===== src/logic/alu_pkg.sv =====
package alu_pkg;

    // operation select, shared by decoder and alu
    typedef enum logic [3:0] {
        ALU_ADD  = 4'd0,
        ALU_SUB  = 4'd1,
        ALU_AND  = 4'd2,
        ALU_OR   = 4'd3,
        ALU_XOR  = 4'd4,
        ALU_SLT  = 4'd5, // signed less-than
        ALU_SLTU = 4'd6,
        ALU_NE   = 4'd7, // 1 when operands differ
        ALU_SLL  = 4'd8,
        ALU_SRL  = 4'd9,
        ALU_SRA  = 4'd10
    } alu_op_t;

    // what the output side does with the alu result
    typedef enum logic [1:0] {
        KIND_WB      = 2'd0, // register write
        KIND_BRANCH  = 2'd1, // branch resolve
        KIND_ILLEGAL = 2'd2  // bad encoding
    } res_kind_t;

endpackage


===== src/logic/rv_isa_pkg.sv =====
package rv_isa_pkg;

    // major opcodes
    localparam logic [6:0] OPC_OP     = 7'b0110011;
    localparam logic [6:0] OPC_OP_IMM = 7'b0010011;
    localparam logic [6:0] OPC_LUI    = 7'b0110111;
    localparam logic [6:0] OPC_AUIPC  = 7'b0010111;
    localparam logic [6:0] OPC_BRANCH = 7'b1100011;

    // funct3, arithmetic group
    localparam logic [2:0] F3_ADD_SUB = 3'b000;
    localparam logic [2:0] F3_SLL     = 3'b001;
    localparam logic [2:0] F3_SLT     = 3'b010;
    localparam logic [2:0] F3_SLTU    = 3'b011;
    localparam logic [2:0] F3_XOR     = 3'b100;
    localparam logic [2:0] F3_SRL_SRA = 3'b101;
    localparam logic [2:0] F3_OR      = 3'b110;
    localparam logic [2:0] F3_AND     = 3'b111;

    // funct3, branch group
    localparam logic [2:0] F3_BEQ  = 3'b000;
    localparam logic [2:0] F3_BNE  = 3'b001;
    localparam logic [2:0] F3_BLT  = 3'b100;
    localparam logic [2:0] F3_BGE  = 3'b101;
    localparam logic [2:0] F3_BLTU = 3'b110;
    localparam logic [2:0] F3_BGEU = 3'b111;

    localparam logic [6:0] FUNCT7_BASE = 7'b0000000;
    localparam logic [6:0] FUNCT7_ALT  = 7'b0100000; // sub / sra

    // instruction field positions
    localparam int OPC_LSB = 0;
    localparam int OPC_MSB = 6;
    localparam int RD_LSB  = 7;
    localparam int RD_MSB  = 11;
    localparam int F3_LSB  = 12;
    localparam int F3_MSB  = 14;
    localparam int F7_LSB  = 25;
    localparam int F7_MSB  = 31;

endpackage


===== src/logic/add_sub_unit.sv =====
`timescale 1ns/1ps

module add_sub_unit #(
    parameter int XLEN = 32
) (
    input  logic            sub,
    input  logic [XLEN-1:0] x,
    input  logic [XLEN-1:0] y,
    output logic [XLEN-1:0] sum,
    output logic            overflow
);
    logic [XLEN-1:0] y_eff;

    // x - y as x + ~y + 1
    assign y_eff = sub ? ~y : y;
    assign sum   = x + y_eff + XLEN'(sub);

    // same-sign inputs, different-sign result
    assign overflow = (x[XLEN-1] == y_eff[XLEN-1]) && (sum[XLEN-1] != x[XLEN-1]);

endmodule


===== src/logic/alu.sv =====
`timescale 1ns/1ps

module alu #(
    parameter int XLEN = 32
) (
    input  alu_pkg::alu_op_t op,
    input  logic [XLEN-1:0]  a,
    input  logic [XLEN-1:0]  b,
    output logic [XLEN-1:0]  res,
    output logic             overflow
);
    localparam int SHW = $clog2(XLEN);

    logic            sub;
    logic [XLEN-1:0] sum;
    logic            add_ovf;
    logic [SHW-1:0]  shamt;

    assign shamt = b[SHW-1:0]; // low bits only

    // compare and not-equal reuse the subtractor
    assign sub = (op == alu_pkg::ALU_SUB) ||
                 (op == alu_pkg::ALU_SLT) ||
                 (op == alu_pkg::ALU_NE);

    add_sub_unit #(
        .XLEN     (XLEN)
    ) add_sub_i (
        .sub      (sub),
        .x        (a),
        .y        (b),
        .sum      (sum),
        .overflow (add_ovf)
    );

    always_comb begin
        res      = '0;
        overflow = 1'b0;
        case (op)
            alu_pkg::ALU_ADD: begin
                res      = sum;
                overflow = add_ovf;
            end
            alu_pkg::ALU_SUB: begin
                res      = sum;
                overflow = add_ovf;
            end
            alu_pkg::ALU_AND: res = a & b;
            alu_pkg::ALU_OR:  res = a | b;
            alu_pkg::ALU_XOR: res = a ^ b;
            alu_pkg::ALU_SLT: begin
                // signs differ: a negative means less
                if (a[XLEN-1] != b[XLEN-1])
                    res = XLEN'(a[XLEN-1]);
                else
                    res = XLEN'(sum[XLEN-1]);
            end
            alu_pkg::ALU_SLTU: res = XLEN'(a < b);
            alu_pkg::ALU_NE:   res = XLEN'(sum != '0);
            alu_pkg::ALU_SLL:  res = a << shamt;
            alu_pkg::ALU_SRL:  res = a >> shamt;
            alu_pkg::ALU_SRA:  res = $signed(a) >>> shamt; // sign fill
            default:           res = '0;
        endcase
    end

endmodule


===== src/logic/exec_unit.sv =====
`timescale 1ns/1ps

module exec_unit #(
    parameter int XLEN = 32
) (
    input  logic            clk,
    input  logic            rst,
    input  logic            instr_valid,
    input  logic [31:0]     instr,
    input  logic [XLEN-1:0] rs1_data,
    input  logic [XLEN-1:0] rs2_data,
    input  logic [XLEN-1:0] pc,
    output logic            wb_valid,
    output logic [4:0]      wb_rd,
    output logic [XLEN-1:0] wb_data,
    output logic            wb_overflow,
    output logic            br_valid,
    output logic            br_taken,
    output logic [XLEN-1:0] br_target,
    output logic            illegal
);
    typedef struct packed {
        alu_pkg::alu_op_t   op;
        logic               invert;
        alu_pkg::res_kind_t kind;
        logic [4:0]         rd;
        logic [XLEN-1:0]    a;
        logic [XLEN-1:0]    b;
        logic [XLEN-1:0]    pc;
        logic [XLEN-1:0]    imm;
        logic               ovf_en;
    } exec_req_t;

    typedef struct packed {
        logic            wb_en;
        logic [4:0]      rd;
        logic [XLEN-1:0] wb_data;
        logic            overflow;
        logic            br_en;
        logic            br_taken;
        logic [XLEN-1:0] br_target;
        logic            illegal;
    } exec_rsp_t;

    logic            dec_valid;
    exec_req_t       dec_req;
    logic            req_valid;
    exec_req_t       req_q;
    logic [XLEN-1:0] alu_res;
    logic            alu_ovf;
    exec_rsp_t       rsp_d;
    logic            rsp_valid;
    exec_rsp_t       rsp_q;

    instr_decoder #(
        .XLEN        (XLEN),
        .REQ_T       (exec_req_t)
    ) decoder_i (
        .instr_valid (instr_valid),
        .instr       (instr),
        .rs1_data    (rs1_data),
        .rs2_data    (rs2_data),
        .pc          (pc),
        .req_valid   (dec_valid),
        .req         (dec_req)
    );

    pipe_reg #(
        .T         (exec_req_t)
    ) req_stage (
        .clk       (clk),
        .rst       (rst),
        .in_valid  (dec_valid),
        .in_data   (dec_req),
        .out_valid (req_valid),
        .out_data  (req_q)
    );

    alu #(
        .XLEN     (XLEN)
    ) alu_i (
        .op       (req_q.op),
        .a        (req_q.a),
        .b        (req_q.b),
        .res      (alu_res),
        .overflow (alu_ovf)
    );

    result_select #(
        .XLEN         (XLEN),
        .REQ_T        (exec_req_t),
        .RSP_T        (exec_rsp_t)
    ) result_select_i (
        .req_valid    (req_valid),
        .req          (req_q),
        .alu_res      (alu_res),
        .alu_overflow (alu_ovf),
        .rsp          (rsp_d)
    );

    pipe_reg #(
        .T         (exec_rsp_t)
    ) rsp_stage (
        .clk       (clk),
        .rst       (rst),
        .in_valid  (req_valid),
        .in_data   (rsp_d),
        .out_valid (rsp_valid),
        .out_data  (rsp_q)
    );

    // strobes only live while the stage holds a valid response
    assign wb_valid    = rsp_valid & rsp_q.wb_en;
    assign wb_rd       = rsp_q.rd;
    assign wb_data     = rsp_q.wb_data;
    assign wb_overflow = wb_valid & rsp_q.overflow;
    assign br_valid    = rsp_valid & rsp_q.br_en;
    assign br_taken    = br_valid & rsp_q.br_taken;
    assign br_target   = rsp_q.br_target;
    assign illegal     = rsp_valid & rsp_q.illegal;

endmodule


===== src/logic/instr_decoder.sv =====
`timescale 1ns/1ps

module instr_decoder #(
    parameter int  XLEN  = 32,
    parameter type REQ_T = logic
) (
    input  logic            instr_valid,
    input  logic [31:0]     instr,
    input  logic [XLEN-1:0] rs1_data,
    input  logic [XLEN-1:0] rs2_data,
    input  logic [XLEN-1:0] pc,
    output logic            req_valid,
    output REQ_T            req
);
    logic [6:0]         opcode;
    logic [2:0]         funct3;
    logic [6:0]         funct7;
    logic [XLEN-1:0]    imm_i;
    logic [XLEN-1:0]    imm_u;
    logic [XLEN-1:0]    imm_b;
    alu_pkg::alu_op_t   op;
    alu_pkg::res_kind_t kind;
    logic               invert;
    logic               ovf_en;
    logic               use_rs2;
    logic [XLEN-1:0]    opa;
    logic [XLEN-1:0]    imm;

    // funct3 to op for the unmodified (funct7 = 0) forms
    function automatic alu_pkg::alu_op_t base_op(input logic [2:0] f3);
        case (f3)
            rv_isa_pkg::F3_ADD_SUB: return alu_pkg::ALU_ADD;
            rv_isa_pkg::F3_SLL:     return alu_pkg::ALU_SLL;
            rv_isa_pkg::F3_SLT:     return alu_pkg::ALU_SLT;
            rv_isa_pkg::F3_SLTU:    return alu_pkg::ALU_SLTU;
            rv_isa_pkg::F3_XOR:     return alu_pkg::ALU_XOR;
            rv_isa_pkg::F3_SRL_SRA: return alu_pkg::ALU_SRL;
            rv_isa_pkg::F3_OR:      return alu_pkg::ALU_OR;
            default:                return alu_pkg::ALU_AND;
        endcase
    endfunction

    assign opcode = instr[rv_isa_pkg::OPC_MSB:rv_isa_pkg::OPC_LSB];
    assign funct3 = instr[rv_isa_pkg::F3_MSB:rv_isa_pkg::F3_LSB];
    assign funct7 = instr[rv_isa_pkg::F7_MSB:rv_isa_pkg::F7_LSB];

    // sign-extended to XLEN
    assign imm_i = XLEN'($signed(instr[31:20]));
    assign imm_u = XLEN'($signed({instr[31:12], 12'h000}));
    assign imm_b = XLEN'($signed({instr[31], instr[7], instr[30:25], instr[11:8], 1'b0}));

    always_comb begin
        op      = alu_pkg::ALU_ADD;
        kind    = alu_pkg::KIND_WB;
        invert  = 1'b0;
        ovf_en  = 1'b0;
        use_rs2 = 1'b0;
        opa     = rs1_data;
        imm     = imm_i;
        case (opcode)
            rv_isa_pkg::OPC_OP: begin
                use_rs2 = 1'b1;
                if (funct7 == rv_isa_pkg::FUNCT7_BASE) begin
                    op     = base_op(funct3);
                    ovf_en = (funct3 == rv_isa_pkg::F3_ADD_SUB);
                end else if (funct7 == rv_isa_pkg::FUNCT7_ALT &&
                             funct3 == rv_isa_pkg::F3_ADD_SUB) begin
                    op     = alu_pkg::ALU_SUB;
                    ovf_en = 1'b1;
                end else if (funct7 == rv_isa_pkg::FUNCT7_ALT &&
                             funct3 == rv_isa_pkg::F3_SRL_SRA) begin
                    op = alu_pkg::ALU_SRA;
                end else begin
                    kind = alu_pkg::KIND_ILLEGAL;
                end
            end
            rv_isa_pkg::OPC_OP_IMM: begin
                op     = base_op(funct3);
                ovf_en = (funct3 == rv_isa_pkg::F3_ADD_SUB); // addi only
                if (funct3 == rv_isa_pkg::F3_SLL && funct7 != rv_isa_pkg::FUNCT7_BASE)
                    kind = alu_pkg::KIND_ILLEGAL;
                if (funct3 == rv_isa_pkg::F3_SRL_SRA) begin
                    if (funct7 == rv_isa_pkg::FUNCT7_ALT)
                        op = alu_pkg::ALU_SRA;
                    else if (funct7 != rv_isa_pkg::FUNCT7_BASE)
                        kind = alu_pkg::KIND_ILLEGAL;
                end
            end
            rv_isa_pkg::OPC_LUI: begin
                opa = '0;
                imm = imm_u;
            end
            rv_isa_pkg::OPC_AUIPC: begin
                opa = pc;
                imm = imm_u;
            end
            rv_isa_pkg::OPC_BRANCH: begin
                kind    = alu_pkg::KIND_BRANCH;
                use_rs2 = 1'b1;
                imm     = imm_b;
                case (funct3)
                    rv_isa_pkg::F3_BEQ: begin
                        op     = alu_pkg::ALU_NE;
                        invert = 1'b1;
                    end
                    rv_isa_pkg::F3_BNE:  op = alu_pkg::ALU_NE;
                    rv_isa_pkg::F3_BLT:  op = alu_pkg::ALU_SLT;
                    rv_isa_pkg::F3_BGE: begin
                        op     = alu_pkg::ALU_SLT;
                        invert = 1'b1;
                    end
                    rv_isa_pkg::F3_BLTU: op = alu_pkg::ALU_SLTU;
                    rv_isa_pkg::F3_BGEU: begin
                        op     = alu_pkg::ALU_SLTU;
                        invert = 1'b1;
                    end
                    default: kind = alu_pkg::KIND_ILLEGAL; // funct3 010 / 011
                endcase
            end
            default: kind = alu_pkg::KIND_ILLEGAL;
        endcase
    end

    assign req_valid = instr_valid;

    always_comb begin
        req        = '0;
        req.op     = op;
        req.invert = invert;
        req.kind   = kind;
        req.rd     = instr[rv_isa_pkg::RD_MSB:rv_isa_pkg::RD_LSB];
        req.a      = opa;
        req.b      = use_rs2 ? rs2_data : imm;
        req.pc     = pc;
        req.imm    = imm;
        req.ovf_en = ovf_en;
    end

endmodule


===== src/logic/pipe_reg.sv =====
`timescale 1ns/1ps

module pipe_reg #(
    parameter type T = logic
) (
    input  logic clk,
    input  logic rst,
    input  logic in_valid,
    input  T     in_data,
    output logic out_valid,
    output T     out_data
);

    always_ff @(posedge clk) begin
        if (rst)
            out_valid <= 1'b0;
        else
            out_valid <= in_valid;
    end

    always_ff @(posedge clk) begin
        if (in_valid)
            out_data <= in_data; // payload held between instructions
    end

endmodule


===== src/logic/result_select.sv =====
`timescale 1ns/1ps

module result_select #(
    parameter int  XLEN  = 32,
    parameter type REQ_T = logic,
    parameter type RSP_T = logic
) (
    input  logic            req_valid,
    input  REQ_T            req,
    input  logic [XLEN-1:0] alu_res,
    input  logic            alu_overflow,
    output RSP_T            rsp
);
    logic [XLEN-1:0] target;

    assign target = req.pc + req.imm; // separate from the alu adder

    always_comb begin
        rsp           = '0;
        rsp.rd        = req.rd;
        rsp.wb_data   = alu_res;
        rsp.br_target = target;
        if (req_valid) begin
            case (req.kind)
                alu_pkg::KIND_WB: begin
                    rsp.wb_en    = (req.rd != 5'd0); // x0 writes dropped
                    rsp.overflow = req.ovf_en & alu_overflow;
                end
                alu_pkg::KIND_BRANCH: begin
                    rsp.br_en    = 1'b1;
                    rsp.br_taken = alu_res[0] ^ req.invert;
                end
                alu_pkg::KIND_ILLEGAL: rsp.illegal = 1'b1;
                default: ;
            endcase
        end
    end

endmodule


===== config.mk =====
export PLATFORM = sky130hd
export DESIGN_NAME = exec_unit
export DESIGN_NICKNAME = d
export VERILOG_FILES = /design/src/logic/alu_pkg.sv /design/src/logic/rv_isa_pkg.sv /design/src/logic/add_sub_unit.sv /design/src/logic/alu.sv /design/src/logic/exec_unit.sv /design/src/logic/instr_decoder.sv /design/src/logic/pipe_reg.sv /design/src/logic/result_select.sv
export SDC_FILE = /design/constraint.sdc
export NUM_CORES = 1
export LEC_CHECK = 0
export BUFFER_PORTS_ARGS = -buffer_cell sky130_fd_sc_hd__buf_2
export CORE_MARGIN = 2
export CORE_UTILIZATION = 45
export DETAILED_ROUTE_END_ITERATION = 10
export PLACE_DENSITY = 0.73
export REMOVE_ABC_BUFFERS = 1
export SKIP_LAST_GASP = 1
export SLEW_MARGIN = 10
export SYNTH_ARGS = -nofsm -noshare
export SYNTH_HDL_FRONTEND = slang
export SYNTH_SLANG_ARGS = --single-unit
export TNS_END_PERCENT = 1

===== constraint.sdc =====
create_clock -name clk -period 5.65 [get_ports clk]
set_input_delay 0.2825 -clock clk [delete_from_list [all_inputs] [get_ports clk]]
set_output_delay 0.2825 -clock clk [all_outputs]
set_load 0.05 [all_outputs]

==> impl_results.rst <==
.. list-table::
   :header-rows: 1

   * - Metric
     - Value
   * - Outcome
     - complete, no violations
   * - Final non-filler cell total
     - 2659
   * - Ratio of final minimum period to clock period
     - about 92%
   * - Library cells used by synthesis
     - 87
   * - Slowest cell on crit path
     - sky130_fd_sc_hd__or4b_1
   * - Per-cell routed wire length
     - ~24 um
   * - Fraction of layout cells with a size suffix above 1
     - between 15 and 20%
   * - Leading cell type in the layout, fill and taps excluded
     - sky130_fd_sc_hd__nand2_1
   * - Hold Crit Class
     - in2reg
   * - #FFs+latches synth
     - ~220
   * - Final count of hold timing violations
     - 0
   * - Via count of the first global-routing pass
     - 15320
   * - Setup crit start
     - req_stage.out_data[137]
   * - DRC Markers
     - 0
   * - Maximum frequency from static timing analysis
     - 0.1914 GHz
   * - Bufs and invs on worst path
     - 1
   * - Setup repair after global routing missed its margin
     - no
   * - Leading cell types in the layout, fill and taps excluded
     - sky130_fd_sc_hd__nand2_1 (239), sky130_fd_sc_hd__edfxtp_1 (215), sky130_fd_sc_hd__buf_2 (203), sky130_fd_sc_hd__ha_1 (163), sky130_fd_sc_hd__o21ai_0 (157)
   * - Antenna-violating nets left
     - 0
   * - Post-placement setup slack
     - roughly 0.43 ns
   * - First-iteration detailed-routing DRC count
     - roughly 1900
   * - Finished Core Util
     - between 50% and 60%
   * - Worst hold slack across all endpoints
     - ~0.0080 ns
   * - Pwr per Cell Area
     - approximately 290 nW/um^2
   * - Combinational family with the most area after synthesis
     - compound AO/OA/AOI/OAI gates
   * - Gate family responsible for the most delay along the worst path
     - simple AND/OR/NAND/NOR gates
   * - Routed via count
     - between 15000 and 20000
   * - Mean instance size in the synthesized netlist
     - between 9 and 10 um^2
   * - Combined global-route utilization of all metal layers
     - ~30%
   * - Number of slew-limit violations in the final report
     - 0
   * - CTS H-tree lvls
     - 1
   * - EDFF count, synth
     - approximately 220
   * - Final layout net count
     - between 2000 and 2500
   * - Delay of the slowest cell on the worst path
     - 0.56 ns
   * - Yosys warning count
     - 0
   * - Placement row count
     - between 70 and 80
   * - Startpoint kind of the worst setup timing path
     - flop
   * - Leak pwr
     - about 8.7 nW
   * - Number of detailed-routing iterations run before antenna repair
     - 6
   * - CTS tree
     - yes
   * - Worst hold path startpoint
     - rs2_data[27]
   * - Data required time at the worst endpoint
     - roughly 6 ns
   * - Area grow syn2layout
     - 12.51%
   * - Clk_lat worst skew
     - 0.55 ns
   * - Flip-flop cell with the highest count after synthesis
     - sky130_fd_sc_hd__edfxtp_1
   * - Adder and majority cell fraction of the synthesized area
     - between 10% and 20%
   * - Worst VDD drop
     - approximately 0.23 mV
   * - Die Span X
     - approximately 210 um
   * - Number of primary I/O pins
     - 205
   * - Beginning of the worst register-to-register path
     - req_stage.out_data[137]
   * - Register area share after synthesis
     - a little over a third
   * - Remaining global-route overflow
     - 0
   * - Multiplexer fraction of the synthesized cell area
     - 8.159%
   * - Clock tree root driver cell
     - sky130_fd_sc_hd__clkbuf_16
   * - XOR/XNOR Fraction of Synth Area
     - about 3.8%
   * - CP arrival
     - 5.52 ns
   * - Max Buffers Root-to-Sink
     - 3
   * - Post-CTS setup repair buffer count
     - 0
   * - Chip height
     - around 210 um
   * - CTS-repair resized insts
     - 0
   * - Worst-path cell chain
     - nor2b_1 > nand2_1 > buf_4 > xnor2_1 > ha_1 > a21oi_1 > o21ai_0 > a41oi_1 > o21ai_0 > xnor2_1 > nand4_1 > or4b_1 > or4_4 > nor4_4 > or4b_1 > nand4_1
   * - Share of synthesized cell area in and, or, nand and nor gates
     - between 10% and 20%
   * - Average via count per standard cell
     - approximately 6.2
   * - Largest fanout on the critical path
     - 22
   * - Final min period
     - roughly 5.2 ns
   * - Initial antenna violation count
     - 3
   * - Floorplan core area
     - just over 40000 um^2
   * - Syn Std Cell Area
     - about 18000 um^2
   * - Placed insts
     - about 2600
   * - Maximum number of pins on one net before global-route repair
     - 96
   * - Share of the synthesized area in compound gates (AO/OA/AOI/OAI)
     - 19.34%
   * - Finish-stage setup viols
     - 0
   * - Number of buffers created by CTS
     - 25
   * - Post-CTS clock slew at the launch and capture registers of the worst setup and hold paths
     - approximately 0.06 ns
   * - Clock sinks
     - around 220
   * - Endpoint kind of the worst setup timing path
     - flop
   * - Final worst-path setup slack
     - roughly 0.43 ns
   * - Number of instances in the synthesized netlist
     - between 1500 and 2000
   * - Synth async-reset ratio
     - 0%
   * - Max-cap violations
     - 0
   * - DPL Wire Length
     - 48.73 mm
   * - Global-route wire length before repair
     - approximately 95 mm
   * - Crit Path Category
     - reg2reg
   * - Clock tree skew after final layout
     - 0.01206 ns
   * - Total Wirelength
     - around 64 mm
   * - Port-buffer cells
     - approximately 200
   * - Final GP Congestion
     - between 0.9 and 1
   * - Die outline area
     - between 40000 and 50000 um^2
   * - Effective utilization at floorplan
     - a little under half
   * - Rel. slew slack
     - about 22%
   * - Pin slew with the least headroom to its limit
     - ~1.2 ns
## worst min-delay path: cells and delay by family
kind	cells	cell delay, ns
and+or+nand+nor	2	0.10
buffers and inverters	1	0.08
## power by group
part           internal [mW]  switching [mW]
clock                   1.13           0.691
sequential              1.97           0.150
combinational          0.775            1.39
## synth_stat cells, types with 7 or more instances
cell type                    n  share of area (%)
sky130_fd_sc_hd__a211oi_1   11               0.45
sky130_fd_sc_hd__a21o_1     53                2.2
sky130_fd_sc_hd__a21oi_1   121                3.3
sky130_fd_sc_hd__a221o_1     7               0.38
sky130_fd_sc_hd__a221oi_1   20               0.95
sky130_fd_sc_hd__a22oi_1    21               0.86
sky130_fd_sc_hd__a31oi_1    13               0.44
sky130_fd_sc_hd__and2_1     18               0.61
sky130_fd_sc_hd__and3_1     20               0.68
sky130_fd_sc_hd__buf_1      21               0.43
sky130_fd_sc_hd__buf_4      69                2.8
sky130_fd_sc_hd__clkbuf_1   82                1.7
sky130_fd_sc_hd__edfxtp_1  215                 35
sky130_fd_sc_hd__ha_1      163                 11
sky130_fd_sc_hd__inv_1     103                2.1
sky130_fd_sc_hd__mux2_2      8               0.49
sky130_fd_sc_hd__mux2i_1    51                2.8
sky130_fd_sc_hd__mux4_2     40                4.9
sky130_fd_sc_hd__nand2_1   240                4.9
sky130_fd_sc_hd__nand2b_1   15               0.51
sky130_fd_sc_hd__nand3_1    45                1.2
sky130_fd_sc_hd__nand4_1    17               0.58
sky130_fd_sc_hd__nor2_1    144                2.9
sky130_fd_sc_hd__nor2b_1    11               0.37
sky130_fd_sc_hd__nor3_1     29               0.79
sky130_fd_sc_hd__o211ai_1   27                1.1
sky130_fd_sc_hd__o21a_1     14               0.57
sky130_fd_sc_hd__o21ai_0   157                4.3
sky130_fd_sc_hd__o21bai_1   14               0.57
sky130_fd_sc_hd__o221ai_1    8               0.38
sky130_fd_sc_hd__o31ai_1    12               0.49
sky130_fd_sc_hd__or3_1      16               0.54
sky130_fd_sc_hd__xnor2_1    66                3.1
sky130_fd_sc_hd__xor2_1     13               0.62
## metrics by stage
| stage | total power, mW | TNS (ns) | cell area (um^2) |
|---|---|---|---|
| 3_5_place_dp | 4.235 | 0 | 19390 |
| 4_1_cts | 6.082 | 0 | 20690 |
| 3_3_place_gp | 4.211 | 0 | 19390 |
| 2_1_floorplan | 3.550 | -0.3270 | 17480 |
| 6_report | 6.106 | 0 | 20700 |
| 5_1_grt | 6.372 | 0 | 20700 |
## sequential cells by signal, indices dropped and copies added, names as in the netlist
name / count
req_stage.out_valid: 1
rsp_stage.out_valid: 1
req_stage.out_data: 141
rsp_stage.out_data: 74
## logic make-up (layout without fill, tap and decap cells)
kind of cell	after synthesis	in the layout
and+or+nand+nor	593	593
other	0	1
AOI/OAI and AO/OA	549	549
muxes	99	99
adders and majority gates	165	165
xor gates and xnor gates	79	79
DFF	217	217
buffers and inverters	283	424
## repair_timing
item	CTS	global route
hold buffers	41	1
hold endpoints to repair	42	1
setup endpoints to repair	0	0
## worst paths after layout
path | depth (start not counted) | endpoint | slack (ns)
worst max-delay path | 16 | rsp_stage.out_data[33] | 0.43
worst min-delay path | 3 | req_stage.out_data[92] | 0.008
worst max register to register | 16 | rsp_stage.out_data[33] | 0.43
worst min register to register | 0 | rsp_stage.out_data[68] | 0.45
## per-layer routing
layer  part of all wire, %  vias up  wire [um]  track usage, %
met4                   3.0        4       1938           9.005
li1                      -     7475          -               -
met3                   8.3      102       5326           4.115
met5                 0.042        -         27               0
met2                    46      823      29700           47.85
met1                    43     7963      27350           41.91
## area by class of cell
type	instances	area (um^2)
Clock buffer	30	644.4
Tap cell	532	665.6
Fill cell	3752	19850
Timing Repair Buffer	271	1648
Multi-Input combinational cell	1485	10590
Sequential cell	217	6500
Antenna cell	1	2.502
Inverter	108	405.4
Clock inverter	15	251.5
Power figures use the tool's default switching activity.
